<file path="config.mk">
export PLATFORM = sky130hd
export DESIGN_NAME = resetPulser
export DESIGN_NICKNAME = d
export VERILOG_FILES = /design/src/simCtrlPkg.sv /design/src/resetPulser.sv
export SDC_FILE = /design/constraint.sdc
export NUM_CORES = 1
export LEC_CHECK = 0
export BUFFER_PORTS_ARGS = -buffer_cell sky130_fd_sc_hd__clkbuf_2
export CAP_MARGIN = 40
export CORE_AREA = 3 3 40 42
export DETAILED_ROUTE_END_ITERATION = 10
export DIE_AREA = 0 0 43 45
export HOLD_SLACK_MARGIN = 0.03
export PLACE_DENSITY = 0.5
export SYNTH_ARGS = -nofsm -noshare
export SYNTH_HDL_FRONTEND = slang
export SYNTH_SLANG_ARGS = --single-unit
</file>
<file path="constraint.sdc">
create_clock -name clk -period 2.3 [get_ports clk]
set_input_delay 0.46 -clock clk [delete_from_list [all_inputs] [get_ports clk]]
set_output_delay 0.46 -clock clk [all_outputs]
set_load 0.01 [all_outputs]
</file>
<file path="src/simCtrlPkg.sv">
// Simulation control shared definitions
// Flag register map, timing constants and the structs passed between blocks
package simCtrlPkg;

  // ----------------------------------------
  // Flag register geometry
  // ----------------------------------------
  localparam int unsigned FlagWidth = 256;
  localparam int unsigned FlagIdxW  = 8;
  localparam int unsigned DataW     = 64;
  // Pattern field carries command arguments and results
  localparam int unsigned PatLo     = 0;
  localparam int unsigned PatHi     = 31;

  // Core sequencing
  localparam int unsigned NumCores  = 4;
  localparam int unsigned CoreIdxW  = $clog2(NumCores);

  // Reset pulse lengths in clock cycles
  localparam int unsigned ChipResetCycles = 10;
  localparam int unsigned DmiResetCycles  = 10;

  // Backdoor geometry
  localparam int unsigned BdAddrW   = 32;
  localparam int unsigned ByteW     = 8;
  localparam int unsigned SdBytes   = 8;
  localparam int unsigned SdCntW    = $clog2(SdBytes);
  localparam int unsigned WordShift = 3;
  localparam int unsigned MemAddrW  = BdAddrW - WordShift;

  // ----------------------------------------
  // Self-clearing command bits
  // ----------------------------------------
  localparam int unsigned FlagSetBackdoorSel    = 40;
  localparam int unsigned FlagGetBackdoorSel    = 41;
  localparam int unsigned FlagToggleChipReset   = 42;
  localparam int unsigned FlagToggleDmiReset    = 43;
  localparam int unsigned FlagForceSingleThread = 44;
  localparam int unsigned FlagSetProgramLoaded  = 45;

  // ----------------------------------------
  // Structs
  // ----------------------------------------
  // Range command, value is right-aligned to lsb
  typedef struct packed {
    logic                valid;
    logic                write;
    logic [FlagIdxW-1:0] msb;
    logic [FlagIdxW-1:0] lsb;
    logic [DataW-1:0]    value;
  } flagCmd_t;

  typedef struct packed {
    logic             valid;
    logic [DataW-1:0] data;
  } flagRsp_t;

  // One-cycle strobes decoded from command bits
  typedef struct packed {
    logic chipReset;
    logic dmiReset;
    logic singleThread;
  } ctrlPulse_t;

  // Levels held until the next matching command
  typedef struct packed {
    logic                backdoorSel;
    logic                programLoaded;
    logic [NumCores-1:0] coreMask;
  } ctrlLevel_t;

  typedef struct packed {
    logic               valid;
    logic               write;
    logic [BdAddrW-1:0] addr;
    logic [DataW-1:0]   data;
  } bdReq_t;

  typedef struct packed {
    logic             valid;
    logic [DataW-1:0] data;
  } bdRsp_t;

  // Main memory word access
  typedef struct packed {
    logic                valid;
    logic                write;
    logic [MemAddrW-1:0] addr;
    logic [DataW-1:0]    wdata;
    logic [DataW/8-1:0]  mask;
  } memReq_t;

  // SD flash byte access
  typedef struct packed {
    logic               valid;
    logic               write;
    logic [BdAddrW-1:0] addr;
    logic [ByteW-1:0]   wdata;
  } sdReq_t;

endpackage
</file>
<file path="src/resetPulser.sv">
// Reset pulse generator
// Stretches the chip and debug reset strobes into fixed-length pulses
`timescale 1ns/1ps

module resetPulser
  import simCtrlPkg::*;
(
  input  logic       clk,
  input  logic       arstN_i,
  input  ctrlPulse_t pulse_i,
  output logic       chipReset_o,
  output logic       dmiReset_o
);

  // ----------------------------------------
  // Channel setup
  // ----------------------------------------
  // Channel 0 is the chip reset, channel 1 the debug reset
  localparam int unsigned NumPulse = 2;
  localparam int unsigned MaxCycles =
    (ChipResetCycles > DmiResetCycles) ? ChipResetCycles : DmiResetCycles;
  localparam int unsigned CntW = $clog2(MaxCycles + 1);

  // Load values per channel
  localparam logic [NumPulse-1:0][CntW-1:0] PulseLen = {
    CntW'(DmiResetCycles),
    CntW'(ChipResetCycles)
  };

  logic [NumPulse-1:0]           strobe;
  logic [NumPulse-1:0][CntW-1:0] cntQ;
  logic [NumPulse-1:0]           active;

  assign strobe = {pulse_i.dmiReset, pulse_i.chipReset};

  // ----------------------------------------
  // Down-counters
  // ----------------------------------------
  for (genvar g = 0; g < NumPulse; g++) begin : genPulse

    always_ff @(posedge clk or negedge arstN_i) begin
      if (!arstN_i) begin
        cntQ[g] <= '0;
      end else if (active[g]) begin
        // Running, any new strobe is dropped
        cntQ[g] <= cntQ[g] - 1'b1;
      end else if (strobe[g]) begin
        cntQ[g] <= PulseLen[g];
      end
    end

    // High for exactly PulseLen cycles
    assign active[g] = (cntQ[g] != '0);

  end

  assign chipReset_o = active[0];
  assign dmiReset_o  = active[1];

endmodule

</file>
== Yosys cells after proc, flatten, opt, wreduce, memory -nomap -nowiden ==
Index checks and enable logic that the tools add are counted.

* Bits in registers: 8
* Input port bits: 5
* Output and inout bits: 2
* Word-level logic and storage cells: 12

* Add/subtract/negate cells: 2
* Muxes and demuxes: 4
* Reduce and logical (&&, ||, !) cells: 4

{| class="wikitable"
|+ Operator list
! cell !! count
|-
| 4-bit 2-to-1 mux || 4
|-
| 4-bit nonzero test || 2
|-
| 4-bit by 1-bit subtractor with 4-bit output, second input constant || 2
|-
| 2-bit nonzero test || 2
|}

== Depth between registers and ports, before layout ==
* Depth in word-level cells: 2
* Mapped depth: 5
* Gate-level depth less buffers: 5

== Least setup slack after synthesis ==
No wires, ideal clock.

* Kind: register -> output
* From: reg cntQ[4] (netlist bit)
* To: out dmiReset_o
* Data arrival time: 1,089 ps
* Required time: 1,840 ps
* Slack: 751 ps
* Stages on the path, launching flop included: 4
* Path buffers: 0
* Cells stage by stage: dfrtp_1 inv_1 ha_1 or3b_1

* Word-level cells in the longest chain between the ends: 1

{| class="wikitable"
|+ RTL lines
! element !! RTL line !! RTL
|-
| start: declaration || resetPulser.sv:31 || <nowiki>logic [NumPulse-1:0][CntW-1:0] cntQ;</nowiki>
|-
| start signal: indexed assignment || resetPulser.sv:46 || <nowiki>cntQ[g] <= cntQ[g] - 1'b1;</nowiki>
|-
| start signal: indexed assignment || resetPulser.sv:48 || <nowiki>cntQ[g] <= PulseLen[g];</nowiki>
|-
| 4-bit nonzero test || resetPulser.sv:53 || <nowiki>assign active[g] = (cntQ[g] != '0);</nowiki>
|-
| end: declaration || resetPulser.sv:12 || <nowiki>output logic dmiReset_o</nowiki>
|}

No other way between the ends.

== Final worst setup path ==
Ends and elaborated chain as after synthesis.

==> metrics.txt <==
Max Fclk=494 MHz; Std-Cell Core Area=1280 um2; reg2reg setup slack=0.79 ns; Seq/Total Area, Yosys=44.3%; Arrival @ worst endpoint=1.56 ns; Post-Syn Instances=45; Yosys reg bits=8; Nets=65; syn_area_per_cell=10.0 um2; commonest cells after routing, fill and taps aside=inv_1, dfrtp_1, clkbuf_2, ha_1; R2R depth=5; Post-CTS Resized=0; hpwl dp=664 um; Post-Syn Nets=54; cell-by-cell trace of the critical path=inv_1 > ha_1 > or3b_1 > clkbuf_2; hold path cells=3; most flop-heavy register=cntQ; diodes inserted=0; Yosys warning total=0; Post-Syn Area=452 um2; Die Ht=45 um; Slew Limit Fails=0; number of global-route vias before repair=340; Setup crit end kind=primary output; Fin. Hold Viols=0; P_leak=0.255 nW; period utilisation layout=88.0%; met1 usage=12.7%; CP max stage delay=0.40 ns; post-CTS setup repair buffer count=0; peak supply drop=443 uV; worst clock skew=0.0116 ns; largest net degree at the start of global routing=9; port buffer count=5; Fin Hold WS=0.469 ns; Worst Hold Class=in2reg; Final Routed Wirelength=817 um; hold_sp=pulse_i[1]; routed via count=337; status=complete, no violations; Final min period=2.02 ns; worst-skew pair later-pin latency=0.26 ns; post-route ant nets=0; Slew headroom=77.3%; Num CTS Buffers=3; CTS Hold Bufs=1; Top Usage Layer GRT=met2; final setup TNS=0 ns; H-tree depth=1; antenna violations before repair=0; Via-to-Cell Ratio=4.88; Clock transition at path regs=0.06 ns; max FFs per register=8; Power Dens Cells=1320 nW/um2; Yosys top cell by area=dfrtp_1; max cap viols=0; worst hold endpoint=cntQ[4]$_DFFE_PN0P_; FF-to-FF End=cntQ[1]$_DFFE_PN0P_; number of I/O pins=7; Synth area leaders=dfrtp_1, ha_1, inv_1, mux2_2, nand2b_1; CTS Buffer Depth=2; biggest regs=cntQ: 8 flops; Crit Path Class=reg2out; GRT met3 Usage=4.78%; top cell type's share of synthesized area=44.3%; RSZ-0062 raised after global routing=no; measured slew at the worst slew-check pin=0.335 ns; first-pass GRT wire length=1480 um; Std-Cell Rows=13; endpoints failing setup=0; DR WL/cell=11.8 um; Starting Density=35.2%; synth unique cells=16; Worst R2R Start=cntQ[0]$_DFFE_PN0P_; met2 usage in global routing=16.2%; Die W=43 um; routability congestion estimate=0.818; CTS tree=yes; drc violations=0; full die area=1940 um2; Pre-antenna DRT Iters=4; TritonCTS Sinks=8; initial drt markers=4; crit path max-delay cell type=dfrtp_1; layout cells sized above 1=20.4%; aggregate global routing overflow=0; Critical Path Fanout Max=5; critical path required time=1.84 ns; Root Driver=clkbuf_4; Setup crit start kind=register; Global Route Usage Sum=11.4%; synth-to-layout area growth=16.9%
-- worst max-delay path: cells and delay by family, from the launching register on --
family,cells,cell delay [ns]
DFF,1,0.40
adders and majority gates,1,0.23
buffers and inverters,2,0.28
and+or+nand+nor,1,0.39
-- cell families (layout without fill, tap and decap cells) --
logic type      after synthesis  after routing  share of synthesized area, %
compound gates               12             12                          16.6
simple gates                 11             11                          16.3
flops                         8              8                          44.3
buf+inv                       8             17                          6.65
fa+ha+maj                     4              4                          11.1
mux                           2              2                          4.99
-- per-stage QoR --
stage                     instances  power, mW  utilization [%]  setup WS, ns  cell area, um2
after global placement           65      0.555             38.6         0.584             495
after CTS                        69      0.705             41.1         0.269             528
after global routing             69      0.766             41.1         0.201             528
after floorplan                  45      0.506                -         0.751             452
final                            69      0.695             41.1         0.277             528
after detailed placement         65      0.589             38.6         0.566             495
-- power breakdown --
group | leakage (nW) | switching [mW] | internal [mW] | total, mW
Combinational | 0.150 | 0.158 | 0.142 | 0.300
Sequential | 0.0916 | 0.0693 | 0.216 | 0.286
Clock | 0.0138 | 0.0500 | 0.0598 | 0.110
Total | 0.255 | 0.277 | 0.418 | 0.695
-- per-layer routing --
metal	vias to the layer above	share of wire [%]	wire length, um
met3	3	4.4	36
li1	176	-	-
met1	151	43	355
met4	0	3.5	29
met5	-	0	0
met2	7	48	396
-- area by class of cell --
| type | count | area, um2 |
|---|---|---|
| tap | 15 | 18.8 |
| multi-input combinational | 29 | 221 |
| timing repair buffer | 6 | 35.0 |
| inverter | 8 | 30.0 |
| clock buffer | 3 | 22.5 |
| sequential | 8 | 200 |
| fill | 132 | 757 |
-- Yosys cell counts --
cell type	number
inv_1	8
o21ai_1	2
a21oi_1	3
dfrtp_1	8
or3b_1	2
nor2_1	1
o21bai_1	2
nand2b_1	3
nand2_1	3
mux2_2	2
a31oi_1	2
nor4b_1	1
or4b_4	1
ha_1	4
a41oi_1	2
o21ai_0	1
-- worst max-delay path by stage --
stage / endpoint / cells after the start / slack [ns] / start
detailed placement: dmiReset_o / 4 / 0.57 / cntQ[4]$_DFFE_PN0P_
CTS: dmiReset_o / 4 / 0.27 / cntQ[4]$_DFFE_PN0P_
floorplan: dmiReset_o / 3 / 0.75 / cntQ[4]$_DFFE_PN0P_
global route: dmiReset_o / 4 / 0.20 / cntQ[4]$_DFFE_PN0P_
finish: dmiReset_o / 4 / 0.28 / cntQ[4]$_DFFE_PN0P_
global placement: dmiReset_o / 4 / 0.58 / cntQ[4]$_DFFE_PN0P_
No activity file was read; power rests on OpenSTA's default activity.
