**src/simCtrlPkg.sv**
```systemverilog
// Simulation control shared definitions
// Flag register map, timing constants and the structs passed between blocks
package simCtrlPkg;

  // ----------------------------------------
  // Flag register geometry
  // ----------------------------------------
  localparam int unsigned FlagWidth = 256;
  localparam int unsigned FlagIdxW  = 8;
  localparam int unsigned DataW     = 64;
  // Pattern field carries command arguments and results
  localparam int unsigned PatLo     = 0;
  localparam int unsigned PatHi     = 31;

  // Core sequencing
  localparam int unsigned NumCores  = 4;
  localparam int unsigned CoreIdxW  = $clog2(NumCores);

  // Reset pulse lengths in clock cycles
  localparam int unsigned ChipResetCycles = 10;
  localparam int unsigned DmiResetCycles  = 10;

  // Backdoor geometry
  localparam int unsigned BdAddrW   = 32;
  localparam int unsigned ByteW     = 8;
  localparam int unsigned SdBytes   = 8;
  localparam int unsigned SdCntW    = $clog2(SdBytes);
  localparam int unsigned WordShift = 3;
  localparam int unsigned MemAddrW  = BdAddrW - WordShift;

  // ----------------------------------------
  // Self-clearing command bits
  // ----------------------------------------
  localparam int unsigned FlagSetBackdoorSel    = 40;
  localparam int unsigned FlagGetBackdoorSel    = 41;
  localparam int unsigned FlagToggleChipReset   = 42;
  localparam int unsigned FlagToggleDmiReset    = 43;
  localparam int unsigned FlagForceSingleThread = 44;
  localparam int unsigned FlagSetProgramLoaded  = 45;

  // ----------------------------------------
  // Structs
  // ----------------------------------------
  // Range command, value is right-aligned to lsb
  typedef struct packed {
    logic                valid;
    logic                write;
    logic [FlagIdxW-1:0] msb;
    logic [FlagIdxW-1:0] lsb;
    logic [DataW-1:0]    value;
  } flagCmd_t;

  typedef struct packed {
    logic             valid;
    logic [DataW-1:0] data;
  } flagRsp_t;

  // One-cycle strobes decoded from command bits
  typedef struct packed {
    logic chipReset;
    logic dmiReset;
    logic singleThread;
  } ctrlPulse_t;

  // Levels held until the next matching command
  typedef struct packed {
    logic                backdoorSel;
    logic                programLoaded;
    logic [NumCores-1:0] coreMask;
  } ctrlLevel_t;

  typedef struct packed {
    logic               valid;
    logic               write;
    logic [BdAddrW-1:0] addr;
    logic [DataW-1:0]   data;
  } bdReq_t;

  typedef struct packed {
    logic             valid;
    logic [DataW-1:0] data;
  } bdRsp_t;

  // Main memory word access
  typedef struct packed {
    logic                valid;
    logic                write;
    logic [MemAddrW-1:0] addr;
    logic [DataW-1:0]    wdata;
    logic [DataW/8-1:0]  mask;
  } memReq_t;

  // SD flash byte access
  typedef struct packed {
    logic               valid;
    logic               write;
    logic [BdAddrW-1:0] addr;
    logic [ByteW-1:0]   wdata;
  } sdReq_t;

endpackage
```
**src/coreSequencer.sv**
```systemverilog
// Single-thread core sequencer
// Holds all cores in reset, waits for the program load, then releases
// the masked cores one at a time in index order
`timescale 1ns/1ps

module coreSequencer
  import simCtrlPkg::*;
(
  input  logic                clk,
  input  logic                arstN_i,
  input  ctrlPulse_t          pulse_i,
  input  ctrlLevel_t          level_i,
  input  logic [NumCores-1:0] coreDone_i,
  output logic [NumCores-1:0] coreReset_o,
  output logic                seqBusy_o
);

  // ----------------------------------------
  // State
  // ----------------------------------------
  typedef enum logic [1:0] {
    SeqIdle,
    SeqHold,
    SeqStep,
    SeqWait
  } seqState_e;

  seqState_e           stateQ;
  logic [CoreIdxW-1:0] idxQ;
  logic [NumCores-1:0] maskQ;
  logic [NumCores-1:0] resetQ;
  logic                lastCore;

  // Current core is the highest index
  assign lastCore = (idxQ == CoreIdxW'(NumCores - 1));

  // ----------------------------------------
  // Sequencing FSM
  // ----------------------------------------
  always_ff @(posedge clk or negedge arstN_i) begin
    if (!arstN_i) begin
      stateQ <= SeqIdle;
      idxQ   <= '0;
      maskQ  <= '0;
      resetQ <= '0;
    end else if (pulse_i.singleThread) begin
      // Restart, every core back into reset
      stateQ <= SeqHold;
      idxQ   <= '0;
      maskQ  <= level_i.coreMask;
      resetQ <= '1;
    end else begin
      case (stateQ)
        SeqHold: begin
          // Wait for the program image
          if (level_i.programLoaded) begin
            stateQ <= SeqStep;
          end
        end
        SeqStep: begin
          if (maskQ[idxQ]) begin
            resetQ[idxQ] <= 1'b0;
            stateQ       <= SeqWait;
          end else if (lastCore) begin
            stateQ <= SeqIdle;
          end else begin
            // Unmasked core stays in reset
            idxQ <= idxQ + 1'b1;
          end
        end
        SeqWait: begin
          // Released core keeps running after done
          if (coreDone_i[idxQ]) begin
            if (lastCore) begin
              stateQ <= SeqIdle;
            end else begin
              idxQ   <= idxQ + 1'b1;
              stateQ <= SeqStep;
            end
          end
        end
        default: begin
          stateQ <= SeqIdle;
        end
      endcase
    end
  end

  assign coreReset_o = resetQ;
  assign seqBusy_o   = (stateQ != SeqIdle);

endmodule

```
**config.mk**
```make
export PLATFORM = sky130hd
export DESIGN_NAME = coreSequencer
export DESIGN_NICKNAME = d
export VERILOG_FILES = /design/src/simCtrlPkg.sv /design/src/coreSequencer.sv
export SDC_FILE = /design/constraint.sdc
export NUM_CORES = 1
export LEC_CHECK = 0
export BUFFER_PORTS_ARGS = -buffer_cell sky130_fd_sc_hd__buf_2
export CORE_MARGIN = 5
export CORE_UTILIZATION = 45
export CTS_CLUSTER_SIZE = 12
export DETAILED_ROUTE_END_ITERATION = 10
export GPL_TIMING_DRIVEN = 1
export PLACE_DENSITY = 0.76
export REMOVE_ABC_BUFFERS = 1
export SETUP_SLACK_MARGIN = 0.15
export SLEW_MARGIN = 10
export SYNTH_ARGS = -nofsm -noshare
export SYNTH_HDL_FRONTEND = slang
export SYNTH_SLANG_ARGS = --single-unit
```
**constraint.sdc**
```tcl
create_clock -name clk -period 4.81 [get_ports clk]
set_input_delay 0.481 -clock clk [delete_from_list [all_inputs] [get_ports clk]]
set_output_delay 0.481 -clock clk [all_outputs]
set_load 0.005 [all_outputs]
```
Word-level counts from Yosys, hierarchy flattened
Cells that the tools add are included.
{"block": "op_classes", "n_addsub": 1, "magnitude_cmp": 2, "n_reduce_logical": 8, "n_bitwise": 2, "eq_ne": 8, "mux": 21}
{"op": "$mux 2", "count": 10}
{"op": "$mux 4", "count": 3}
{"op": "$ne 3x3->1 const B", "count": 3}
{"op": "$eq 2x2->1 const B", "count": 3}
{"op": "$pmux 2 s3", "count": 1}
{"op": "$reduce_and 3->1", "count": 2}
{"op": "$reduce_bool 2->1", "count": 3}
{"op": "$and 4x4->4", "count": 1}
{"op": "$bmux 1 s2", "count": 2}
{"op": "$ne 4x4->1 const B", "count": 1}
{"op": "$not 4->4", "count": 1}
{"op": "$pmux 2 s2", "count": 1}
{"op": "$lt 2x3->1 const B", "count": 1}
{"op": "$mux 1", "count": 3}
{"op": "$reduce_bool 3->1", "count": 1}
{"op": "$add 2x1->2 const B", "count": 1}
{"op": "$demux 1 s2", "count": 1}
{"op": "$eq 2x1->1 const B", "count": 1}
{"op": "$ge 2x1->1 const B", "count": 1}
{"op": "$reduce_and 2->1", "count": 1}
{"op": "$logic_and 1x1->1", "count": 1}
{"block": "totals", "elab_cells": 46, "out_inout_bits": 5, "reg_bits": 12, "input_bits": 15}

Longest topological paths before layout
{"block": "logic_depth", "ltp_word": 9, "depth_mapped": 5, "ltp_nobuf": 5}

Least setup slack after synthesis
Ideal clock, no wire load.
{"block": "synth_path", "path_kind": "input -> register", "startpoint": "input port pulse_i[0] (netlist name)", "endpoint": "register idxQ[0]", "slack_ps": 3121, "arrival_time_ps": 1564, "path_stages": 4, "setup_time_ps": 125, "required_ps": 4685, "path_buffers": 1, "cell_sequence": "buf_2 > and2b_1 > a2111oi_4 > mux2_4"}
{"block": "synth_via", "elab_chain_cells": 2, "elab_cells_between_ends": 5, "cone_classes": "2 x eq/ne; 1 x mux; 2 x reduce/logical"}
{"item": "from (decl)", "line_no": "coreSequencer.sv:11", "source": "input ctrlPulse_t pulse_i,"}
{"item": "$ne 3x3->1 (no source line) / $reduce_bool 3->1 (equally long branches)"}
{"item": "$reduce_and 3->1 (no source line)"}
{"item": "to (signal assigned)", "line_no": "coreSequencer.sv:68", "source": "idxQ <= idxQ + 1'b1;"}
{"item": "to (signal assigned)", "line_no": "coreSequencer.sv:77", "source": "idxQ <= idxQ + 1'b1;"}
{"item": "to (decl)", "line_no": "coreSequencer.sv:29", "source": "logic [CoreIdxW-1:0] idxQ;"}
Parallel ways exist; a longest one is shown, timed or not.
A chain may end at the register's enable or synchronous reset.

Worst setup path in the final report
{"block": "layout_path", "startpoint": "register idxQ[1]", "endpoint": "register idxQ[0]"}
{"block": "layout_via", "elab_chain_cells": 5, "elab_cells_between_ends": 13, "cone_classes": "3 x eq/ne; 9 x mux; 1 x reduce/logical"}
{"item": "$eq 2x2->1", "line_no": "coreSequencer.sv:35", "source": "assign lastCore = (idxQ == CoreIdxW'(NumCores - 1));"}
{"item": "$mux 2"}
{"item": "$mux 2 (on tied branches)"}
{"item": "$pmux 2 s2"}
{"item": "$mux 2"}
Parallel ways exist; a longest one is shown, timed or not. The select of a mux whose other input is x is not followed.

==> out/metrics.csv <==
stage;metric;value;unit
outcome;run_status;finished clean;
clock_network;cts-root-buf;clkbuf_4;
logic_synthesis;syn_inst;63;
logic_synthesis;synthDistinctLibCells;25;
timing;tightest_slew;0.4520;ns
logic_synthesis;synth_top_area_share;40.96;%
grt;grt_overflow;0;
logic_synthesis;synth_top_family_by_area;multiplexers;
timing;post-route-min-period;1.754;ns
floorplan;pin_count;20;
clock_network;cts.repair.resized;0;
logic_synthesis;synthAdderAreaFrac;6.826;%
place;dp_hpwl;922.4;um
timing;rsz0062_at_grt;false;
logic_synthesis;syn_avg_cell_area;11.64;sq um
routing;remaining_drc_errors;0;
finish;fin_nets;100;
timing;fmax;0.5703;GHz
worst_setup_path;worstPathRequired;4.97;ns
floorplan;dieArea;0.002537;sq mm
routing;postRouteAntennaNets;0;
grt;grt.total_usage;11.05;%
clock_network;path_clk_slew;0.07;ns
logic_synthesis;synthXorXnorAreaFrac;0;%
grt;grt_max_degree;18;
clock_network;h-tree-depth;1;
place;dp.cells;92;
finish;multi_input_area;394.1;sq um
power_and_ir_drop;power.leakage;0.0003669;uW
worst_setup_path;path_class;flip-flop to flip-flop;
routing;first_pass_iters;2;
floorplan;die_width;50.37;um
logic_synthesis;synth_compound_area_share;11.26;%
worst_setup_path;crit_path_start;idxQ[1];
finish;fillCellCount;143;
finish;most-common-layout-cells;buf_2 (16), dfrtp_1 (12), nor2_1 (7);
routing;viasPerCell;5.260;
logic_synthesis;synth_seq_area_share;40.96;%
logic_synthesis;post-synth-top-area-cell;dfrtp_1;
timing;slew_headroom;69.59;%
timing;period_share;36.46;%
logic_synthesis;ys_top_cells_by_area;dfrtp_1 (41%), ha_1 (6.8%), mux2_2 (6.1%);
flow_run;drv_cap;0;
floorplan;rows;14;
finish;insertedDiodeCount;0;
worst_setup_path;critical_path_arrival;1.91;ns
timing;slew_viol_final;0;
finish;drive_above_1_share;40.00;%
worst_setup_path;end_kind;flip-flop;
worst_setup_path;start_kind;flip-flop;
clock_network;holdBufCountCts;0;
worst_hold_path;hold_path_class;input port to async pin;
worst_setup_path;crit_fanout;8;
clock_network;post_cts_buffers;0;
grt;grt_pass1_wl;2152;um
finish;layout.cells.most_common;buf_2;
floorplan;initial_utilization;48.11;%
routing;vias;505;
place;place_congestion;0.7105;
logic_synthesis;synth_seq_cells;12;
clock_network;clk_latency;0.27;ns
logic_synthesis;syn_area;733.2;sq um
clock_network;clock_path_buffers;2;
clock_network;numCtsBuffers;3;
power_and_ir_drop;power.density;413.9;mW/mm^2
finish;stdcell_count;96;
floorplan;dieHeight;50.37;um
worst_setup_path;r2r-start;idxQ[1];
grt;antenna_found_initial;0;
finish;ff_latch_area;300.3;sq um
timing;hold_violations;0;
logic_synthesis;synthSimpleGateAreaFrac;15.70;%
clock_network;tritoncts;yes;
floorplan;design.core.area;0.001524;sq mm
logic_synthesis;yosys_warnings;0;
power_and_ir_drop;total_power;348.6;uW
grt;grt_pass1_vias;496;
timing;setup_viol;0;
finish;area_growth;14.85;%
timing;fin_skew;0.001540;ns
routing;wirelength;1208;um
timing;tns;0;ns
logic_synthesis;synth_mux_area_share;19.97;%
power_and_ir_drop;peakVddDrop;0.2761;mV
clock_network;cts.sinks;12;
place;portBuffers;16;
routing;wl_per_cell;12.58;um
routing;drtIter0Drc;5;
timing;hold_ws;0.07018;ns
-- final cells by class --
type                       instances  share of cell area, %
clock buffer                       4                  4.309
inverter                           3                  1.337
multi-input combinational         45                  46.81
sequential                        12                  35.66
tap                               16                  2.377
timing repair buffer              16                  9.510
-- cell families after synthesis --
logic type	Yosys count
fa+ha+maj	4
buf+inv	6
mux	11
simple gates	21
flops	12
compound gates	9
-- sequential cells by signal (all words and copies together) (netlist names) --
register     cells
maskQ            4
idxQ             2
coreReset_o      4
stateQ           2
-- per-stage QoR --
step	setup slack (ns)	cell area (sq um)	util, %
floorplan	3.196	705.7	-
global placement	2.917	805.8	52.87
detailed placement	2.911	805.8	52.87
CTS	3.060	842.1	55.25
global route	2.974	842.1	55.25
finish	3.056	842.1	55.25
-- report_power, final --
group,leakage (uW),switching (uW),internal [uW]
logic,0.000215,53.3,69.8
registers,0.000131,30.8,116
clock network,0.0000210,33.1,46.0
-- synthesized netlist by cell type --
master and count:
dfrtp_1 12, nor4_2 1, o21ai_0 1, mux4_1 1
nand2b_2 1, and3_1 1, buf_2 1, nand2b_1 1
nor2b_1 1, inv_1 3, nor3b_1 1, and2b_1 1
ha_1 4, mux2i_1 3, mux2_4 3, nand2_1 3
a2111oi_4 1, mux2_2 4, nor3_1 2, nor2_1 7
o22ai_4 1, buf_6 2, nor4_1 1, or2_2 1
a21oi_1 6
-- worst paths after layout --
path | endpoint | slack (ns) | cells past startpoint
setup / recovery | idxQ[0] | 3.06 | 4
hold / removal | maskQ[3] | 0.07 | 1
setup reg to reg | idxQ[0] | 3.06 | 4
hold reg to reg | coreReset_o[3] | 0.52 | 2
max in group asynchronous | stateQ[1] | 4.53 | 1
min in group clk | maskQ[2] | 0.44 | 2
-- worst max-delay path, cell delays in order (launching register included) --
cell and delay [ns]:
dfrtp_1 0.55, mux2i_1 0.28, nor4_2 0.08, a2111oi_4 0.40, mux2_4 0.33
-- per-layer routing --
metal / share of wire, % / GRT usage [%]
met1: 44 / 13.54
met2: 50 / 17.36
met3: 5.0 / 2.959
met4: 0.83 / 6.383
met5: 0 / 0
(Power assumes the default switching activity.)
