### config.mk
export PLATFORM = sky130hd
export DESIGN_NAME = backdoorRouter
export DESIGN_NICKNAME = d
export VERILOG_FILES = /design/src/simCtrlPkg.sv /design/src/backdoorRouter.sv
export SDC_FILE = /design/constraint.sdc
export NUM_CORES = 1
export LEC_CHECK = 0
export ABC_AREA = 1
export BUFFER_PORTS_ARGS = -buffer_cell sky130_fd_sc_hd__clkbuf_2
export CORE_AREA = 2 2 149 151
export DETAILED_ROUTE_END_ITERATION = 7
export DIE_AREA = 0 0 151 153
export GPL_TIMING_DRIVEN = 0
export PLACE_DENSITY = 0.78
export SYNTH_ARGS = -nofsm -noshare
export SYNTH_HDL_FRONTEND = slang
export SYNTH_SLANG_ARGS = --single-unit
### constraint.sdc
create_clock -name clk -period 3.6 [get_ports clk]
set_input_delay 0.18 -clock clk [delete_from_list [all_inputs] [get_ports clk]]
set_output_delay 0.18 -clock clk [all_outputs]
set_load 0.02 [all_outputs]
### src/simCtrlPkg.sv
// Simulation control shared definitions
// Flag register map, timing constants and the structs passed between blocks
package simCtrlPkg;

  // ----------------------------------------
  // Flag register geometry
  // ----------------------------------------
  localparam int unsigned FlagWidth = 256;
  localparam int unsigned FlagIdxW  = 8;
  localparam int unsigned DataW     = 64;
  // Pattern field carries command arguments and results
  localparam int unsigned PatLo     = 0;
  localparam int unsigned PatHi     = 31;

  // Core sequencing
  localparam int unsigned NumCores  = 4;
  localparam int unsigned CoreIdxW  = $clog2(NumCores);

  // Reset pulse lengths in clock cycles
  localparam int unsigned ChipResetCycles = 10;
  localparam int unsigned DmiResetCycles  = 10;

  // Backdoor geometry
  localparam int unsigned BdAddrW   = 32;
  localparam int unsigned ByteW     = 8;
  localparam int unsigned SdBytes   = 8;
  localparam int unsigned SdCntW    = $clog2(SdBytes);
  localparam int unsigned WordShift = 3;
  localparam int unsigned MemAddrW  = BdAddrW - WordShift;

  // ----------------------------------------
  // Self-clearing command bits
  // ----------------------------------------
  localparam int unsigned FlagSetBackdoorSel    = 40;
  localparam int unsigned FlagGetBackdoorSel    = 41;
  localparam int unsigned FlagToggleChipReset   = 42;
  localparam int unsigned FlagToggleDmiReset    = 43;
  localparam int unsigned FlagForceSingleThread = 44;
  localparam int unsigned FlagSetProgramLoaded  = 45;

  // ----------------------------------------
  // Structs
  // ----------------------------------------
  // Range command, value is right-aligned to lsb
  typedef struct packed {
    logic                valid;
    logic                write;
    logic [FlagIdxW-1:0] msb;
    logic [FlagIdxW-1:0] lsb;
    logic [DataW-1:0]    value;
  } flagCmd_t;

  typedef struct packed {
    logic             valid;
    logic [DataW-1:0] data;
  } flagRsp_t;

  // One-cycle strobes decoded from command bits
  typedef struct packed {
    logic chipReset;
    logic dmiReset;
    logic singleThread;
  } ctrlPulse_t;

  // Levels held until the next matching command
  typedef struct packed {
    logic                backdoorSel;
    logic                programLoaded;
    logic [NumCores-1:0] coreMask;
  } ctrlLevel_t;

  typedef struct packed {
    logic               valid;
    logic               write;
    logic [BdAddrW-1:0] addr;
    logic [DataW-1:0]   data;
  } bdReq_t;

  typedef struct packed {
    logic             valid;
    logic [DataW-1:0] data;
  } bdRsp_t;

  // Main memory word access
  typedef struct packed {
    logic                valid;
    logic                write;
    logic [MemAddrW-1:0] addr;
    logic [DataW-1:0]    wdata;
    logic [DataW/8-1:0]  mask;
  } memReq_t;

  // SD flash byte access
  typedef struct packed {
    logic               valid;
    logic               write;
    logic [BdAddrW-1:0] addr;
    logic [ByteW-1:0]   wdata;
  } sdReq_t;

endpackage
### src/backdoorRouter.sv
// Backdoor access router
// Sends 64-bit backdoor accesses to main memory as one word access or to
// the SD flash as eight little-endian byte accesses
`timescale 1ns/1ps

module backdoorRouter
  import simCtrlPkg::*;
(
  input  logic             clk,
  input  logic             arstN_i,
  input  ctrlLevel_t       level_i,
  input  bdReq_t           bdReq_i,
  output logic             bdBusy_o,
  output bdRsp_t           bdRsp_o,
  output memReq_t          memReq_o,
  input  logic [DataW-1:0] memRdata_i,
  output sdReq_t           sdReq_o,
  input  logic [ByteW-1:0] sdRdata_i
);

  // ----------------------------------------
  // State
  // ----------------------------------------
  typedef enum logic [2:0] {
    BdIdle,
    BdMemReq,
    BdMemRsp,
    BdSdXfer,
    BdSdRsp
  } bdState_e;

  bdState_e                     stateQ;
  logic [SdCntW-1:0]            cntQ;
  logic                         accept;
  bdReq_t                       reqQ;
  // Bytes 0..6, byte 7 is taken live in the response cycle
  logic [SdBytes-2:0][ByteW-1:0] sdBytesQ;
  logic [DataW-1:0]             rspData;

  assign accept = bdReq_i.valid & (stateQ == BdIdle);

  always_ff @(posedge clk or negedge arstN_i) begin
    if (!arstN_i) begin
      stateQ <= BdIdle;
      cntQ   <= '0;
    end else begin
      case (stateQ)
        BdIdle: begin
          // Target chosen once per access
          if (accept) begin
            stateQ <= level_i.backdoorSel ? BdSdXfer : BdMemReq;
            cntQ   <= '0;
          end
        end
        BdMemReq: stateQ <= BdMemRsp;
        BdSdXfer: begin
          if (cntQ == SdCntW'(SdBytes - 1)) begin
            stateQ <= BdSdRsp;
          end else begin
            cntQ <= cntQ + 1'b1;
          end
        end
        default: stateQ <= BdIdle;
      endcase
    end
  end

  // Request copy and SD read bytes
  always_ff @(posedge clk) begin
    if (accept) begin
      reqQ <= bdReq_i;
    end
    // Byte n-1 returns while byte n is requested
    if (stateQ == BdSdXfer && cntQ != '0) begin
      sdBytesQ[cntQ - 1'b1] <= sdRdata_i;
    end
  end

  // ----------------------------------------
  // Memory side requests
  // ----------------------------------------
  assign memReq_o.valid = (stateQ == BdMemReq);
  assign memReq_o.write = reqQ.write;
  assign memReq_o.addr  = MemAddrW'(reqQ.addr >> WordShift);
  assign memReq_o.wdata = reqQ.data;
  assign memReq_o.mask  = '1;

  // Little-endian byte walk
  assign sdReq_o.valid = (stateQ == BdSdXfer);
  assign sdReq_o.write = reqQ.write;
  assign sdReq_o.addr  = reqQ.addr + BdAddrW'(cntQ);
  assign sdReq_o.wdata = reqQ.data[cntQ*ByteW +: ByteW];

  // ----------------------------------------
  // Response
  // ----------------------------------------
  always_comb begin
    rspData = '0;
    // Writes answer with zero data
    if (!reqQ.write) begin
      if (stateQ == BdSdRsp) begin
        rspData = {sdRdata_i, sdBytesQ};
      end else begin
        rspData = memRdata_i;
      end
    end
  end

  assign bdRsp_o.valid = (stateQ == BdMemRsp) || (stateQ == BdSdRsp);
  assign bdRsp_o.data  = rspData;
  assign bdBusy_o      = (stateQ != BdIdle);

endmodule

Yosys cells after proc, flatten, opt, wreduce, memory -nomap -nowiden
Cells that the tools add are included.
{"block": "word_totals", "n_memories": 0, "register_bits": 159, "wordCells": 48, "ramBits": 0, "output_inout_bits": 211, "romBits": 0, "latch_bits": 0}
{"block": "classes", "n_addsub": 3, "eq_ne": 8, "muxes": 12, "n_bitwise": 1, "order_cmp": 2, "shifts": 1, "reduce_logical": 9, "mul": 0, "div_mod_pow": 0}
{"operator": "$mux W64", "count": 2}
{"operator": "$shiftx A64 B7 Y8", "count": 1}
{"operator": "$bwmux W56", "count": 1}
{"operator": "$add A32 B3 Y32", "count": 1}
{"operator": "$demux W8 S3", "count": 1}
{"operator": "$mux W3", "count": 4}
{"operator": "$pmux W3 S3", "count": 1}
{"operator": "$mux W8", "count": 1}
{"operator": "$eq A3 B2 Y1 const B", "count": 2}
{"operator": "$eq A3 B3 Y1 const B", "count": 2}
{"operator": "$pmux W3 S2", "count": 1}
{"operator": "$reduce_bool A3 Y1", "count": 2}
{"operator": "$lt A3 B4 Y1 const B", "count": 1}
{"operator": "$ne A2 B2 Y1 const B", "count": 2}
{"operator": "$add A3 B1 Y3 const B", "count": 1}
{"operator": "$eq A3 B1 Y1 const B", "count": 1}
{"operator": "$ge A3 B1 Y1 const B", "count": 1}
{"operator": "$logic_not A3 Y1", "count": 1}
{"operator": "$reduce_and A3 Y1", "count": 1}
{"operator": "$sub A3 B1 Y3 const B", "count": 1}
{"operator": "$logic_and A1 B1 Y1", "count": 2}
{"operator": "$mux W2", "count": 1}
{"operator": "$ne A2 B1 Y1 const B", "count": 1}
{"operator": "$reduce_and A2 Y1", "count": 1}
{"operator": "other kinds (3)", "count": 3}

Depth between registers and ports, before layout
{"block": "depth", "ltp_word": 6, "ltp_mapped": 9}

Worst setup path after synthesis
OpenSTA, ideal clock, no wires.
{"block": "synth_path", "kind": "register -> register", "startpoint": "register stateQ[1]", "endpoint": "register reqQ (netlist bit memReq_o[100]), enable pin", "n_path_buf": 0, "path_stages_with_launch": 4, "period_less_slack_ns": 3.113, "arrival_time_ns": 2.661, "t_required_ns": 3.149, "setup_time_ns": 0.451, "setup_slack_ns": 0.487, "path_cell_list": "dfrtp_1 -> nor3_1 -> nand2_1 -> inv_1"}
{"block": "synth_via", "elab_chain_cells": 2}
{"item": "start, declared", "line_no": "backdoorRouter.sv:32", "source": "bdState_e stateQ;"}
{"item": "start signal, assigned", "line_no": "backdoorRouter.sv:44", "source": "stateQ <= BdIdle;"}
{"item": "start signal, assigned", "line_no": "backdoorRouter.sv:51", "source": "stateQ <= level_i.backdoorSel ? BdSdXfer : BdMemReq;"}
{"item": "start signal, assigned", "line_no": "backdoorRouter.sv:55", "source": "BdMemReq: stateQ <= BdMemRsp;"}
{"item": "$logic_not A3 Y1", "line_no": "backdoorRouter.sv:40", "source": "assign accept = bdReq_i.valid & (stateQ == BdIdle);"}
{"item": "$and A1 B1 Y1", "line_no": "backdoorRouter.sv:40"}
{"item": "via accept", "line_no": "backdoorRouter.sv:34", "source": "logic accept;"}
{"item": "end signal, assigned", "line_no": "backdoorRouter.sv:71", "source": "reqQ <= bdReq_i;"}
{"item": "end, declared", "line_no": "backdoorRouter.sv:35", "source": "bdReq_t reqQ;"}
The timed path passes the listed nets, and every way through them passes these cells.
A chain may end at the register's enable or synchronous reset.

Final worst setup path
{"block": "layout_path", "startpoint": "register cntQ[1]", "endpoint": "register sdBytesQ[25] (netlist name), enable pin"}
{"block": "layout_via", "elab_chain_cells": 2}
{"item": "start, declared", "line_no": "backdoorRouter.sv:33", "source": "logic [SdCntW-1:0] cntQ;"}
{"item": "start signal, assigned", "line_no": "backdoorRouter.sv:60", "source": "cntQ <= cntQ + 1'b1;"}
{"item": "$reduce_bool A3 Y1", "line_no": "backdoorRouter.sv:74", "source": "if (stateQ == BdSdXfer && cntQ != '0) begin"}
{"item": "$logic_and A1 B1 Y1", "line_no": "backdoorRouter.sv:74"}
{"item": "end signal, assigned by index", "line_no": "backdoorRouter.sv:75", "source": "sdBytesQ[cntQ - 1'b1] <= sdRdata_i;"}
{"item": "end, declared", "line_no": "backdoorRouter.sv:37", "source": "logic [SdBytes-2:0][ByteW-1:0] sdBytesQ;"}
No other way between the ends.

==> flow_summary.json <==
{
  "drt_first_iter_violations": 419,
  "timing_hold_violations_final": 0,
  "synth_top_family_by_area": "simple AND/OR/NAND/NOR gates",
  "synth.distinct_cells": 30,
  "ant_nets": 0,
  "cp-end-kind": "register",
  "vdd_drop_max_uv": 305,
  "antenna_found_initial": 1,
  "dieArea_um2": 23100,
  "cts_resized": 0,
  "syn_area_per_cell_um2": 9.90,
  "report.final.slew_viol_count": 0,
  "layout.nets": 1530,
  "vias": 7736,
  "crit_path_cell_trace": "inv_1, clkbuf_1, ha_1, xnor2_1, inv_1, or2_2, nor2_1",
  "cts_buffer_depth": 2,
  "start_util_pct": 38.8,
  "post-route-cell-area_um2": 12200,
  "dpl-instance-area_um2": 10600,
  "whs_ns": 0.118,
  "crit_path_frequent_cell": "inv_1",
  "path_buf_inv": 3,
  "cts-root-buf": "clkbuf_16",
  "total_power_mw": 6.83,
  "critPathKind": "register to register",
  "fin_cells": 1638,
  "cts_sinks": 159,
  "synth.area.mux_share_pct": 0,
  "grt_pass1_vias": 7559,
  "gp_congestion": 0.893,
  "grt_start_max_net_pins": 63,
  "gr-usage-all-layers_pct": 23.4,
  "p_leak_nw": 5.60,
  "worst_path_max_delay_cell": "dfrtp_1",
  "ys_seq_elements": 159,
  "routedWlPerCell_um": 16.9,
  "clk_pin_slew_ns": 0.07,
  "fin_skew_ns": 0.00996,
  "grt.overflow.total": 0,
  "io_buffers": 375,
  "postRouteWirelength_um": 27700,
  "power_density_nw_per_um2": 561,
  "arrival_ns": 3.18,
  "die_h_um": 153,
  "slowest_delay_ns": 0.67,
  "place.detailed.hpwl_um": 19800,
  "syn_area_um2": 8340,
  "cp_max_fo": 12,
  "cts_tree": "done",
  "yosys.area_share.simple_pct": 18.9,
  "avgViaCountPerCell": 4.72,
  "fin_crit_sh_pct": 86.8,
  "num_rows": 54,
  "dieWidth_um": 151,
  "seq_area_frac_synth_pct": 56.9,
  "cp_top_family": "simple AND/OR/NAND/NOR gates",
  "whs_path_depth": 1,
  "drv_cap": 0,
  "dp.cells": 1506,
  "setup_viol": 0,
  "rsz0062_at_grt": "no",
  "slew_headroom_pct": 46.7,
  "tightest_slew_ns": 0.799,
  "start_kind": "register",
  "status": "complete, no violations",
  "cts_htree_levels": 4,
  "synth_compound_area_share_pct": 8.19,
  "core_um2": 21500,
  "cts_setup_buffers": 0,
  "insertion_delay_ns": 0.42,
  "hold_class": "input pin to register",
  "grt_pass1_wl_um": 40800,
  "synth_xor_area_share_pct": 1.57,
  "critical_path_cell_count": 7,
  "cp.required_ns": 3.65,
  "drc_errors": 0,
  "synthAdderAreaFrac_pct": 1.29,
  "area_growth_pct": 46.0,
  "drive_gt1_share_pct": 42.7,
  "cts-buffers-inserted": 17,
  "synth-warning-count": 0,
  "io_pins": 389,
  "period_needed_ns": 3.13,
  "rr_worst_depth": 7,
  "fmax_mhz": 320,
  "synth_cells": 843,
  "drtPass1Iterations": 6
}
==> worst paths after layout <==
path | startpoint | to | slack, ns
worst max-delay path | cntQ[1]$_DFFE_PN0P_ | sdBytesQ[25]$_DFFE_PP_ | 0.47
worst min-delay path | sdRdata_i[0] | sdBytesQ[0]$_DFFE_PP_ | 0.12
worst max register to register | cntQ[1]$_DFFE_PN0P_ | sdBytesQ[25]$_DFFE_PP_ | 0.47
worst min register to register | stateQ[2]$_DFFE_PN0P_ | stateQ[2]$_DFFE_PN0P_ | 0.68
max in group asynchronous | arstN_i | stateQ[2]$_DFFE_PN0P_ | 3.32
min in group asynchronous | arstN_i | cntQ[1]$_DFFE_PN0P_ | 0.13
==> Yosys cell counts (all sizes together) <==
cell / n / area (µm²)
ha: 7 / 87.6
nand3: 8 / 40.0
o211ai: 1 / 12.5
dfrtp: 6 / 150
o21ai: 35 / 175
xor2: 8 / 70.1
fa: 1 / 20.0
or2: 2 / 12.5
conb: 1 / 3.75
nand3b: 14 / 105
edfxtp: 153 / 4590
xnor2: 7 / 61.3
nand2: 263 / 1040
nor3: 6 / 46.3
a21oi: 64 / 395
buf: 120 / 932
o22ai: 16 / 100
inv: 29 / 109
nor2: 88 / 333
clkbuf: 14 / 52.6
==> cell type report <==
| type | count | area (µm²) |
|---|---|---|
| Antenna cell | 1 | 2.50 |
| Buffer | 134 | 985 |
| Clock buffer | 18 | 429 |
| Clock inverter | 14 | 123 |
| Fill cell | 1821 | 9310 |
| Inverter | 29 | 111 |
| Multi-Input combinational cell | 528 | 2540 |
| Sequential cell | 159 | 4740 |
| Tap cell | 280 | 350 |
| Timing Repair Buffer | 475 | 2900 |
==> layer usage <==
layer / share of wire (%) / vias to the layer above / GRT usage [%]
met5: 0 / - / 0
met4: 3.6 / 0 / 10.5
met3: 8.2 / 67 / 4.96
met2: 52 / 420 / 42.8
met1: 37 / 3532 / 25.7
li1: - / 3717 / -
==> layout by cell type, fill, tap and decap left out, types with 12 or more instances in the layout <==
| cell | netlist | routed |
|---|---|---|
| clkbuf_16 | 0 | 17 |
| nand3b_1 | 14 | 14 |
| o21ai_0 | 34 | 34 |
| nor2_1 | 87 | 87 |
| nand2_1 | 241 | 241 |
| clkbuf_1 | 14 | 15 |
| a21oi_2 | 20 | 20 |
| dlygate4sd3_1 | 0 | 99 |
| buf_4 | 103 | 103 |
| buf_6 | 12 | 12 |
| edfxtp_1 | 153 | 153 |
| nand2_2 | 22 | 22 |
| o22ai_1 | 16 | 16 |
| clkbuf_2 | 0 | 375 |
| inv_1 | 25 | 24 |
| a21oi_1 | 44 | 44 |
==> what timing repair did <==
action | CTS | global route
hold endpoints to repair | 104 | 0
endpoints found under the setup margin | 0 | 0
hold buffers | 99 | 0
==> power by group <==
part / switching, mW / internal [mW]
Clock: 0.821 / 0.912
Sequential: 0.215 / 2.35
Combinational: 1.61 / 0.919
==> cell families after synthesis <==
group | after synthesis
buffers and inverters | 163
other | 1
XOR/XNOR | 15
flip-flops | 159
AND/OR/NAND/NOR | 381
adder cells (fa/ha/maj) | 8
AO/OA/AOI/OAI | 116
==> per-stage QoR <==
step / setup WS [ns] / setup TNS [ns] / util (%)
final: 0.474 / 0 / 56.7
after detailed placement: 0.336 / 0 / 49.5
after floorplan: 0.487 / 0 / -
after global placement: -0.636 / -61.21 / 49.3
after global routing: 0.326 / 0 / 56.7
after CTS: 0.321 / 0 / 56.6
==> state kept, by name, indices dropped and copies added, names as in the netlist <==
signal    cells
cntQ          3
stateQ        3
reqQ          3
memReq_o     94
sdBytesQ     56
Power figures use the tool's default switching activity.
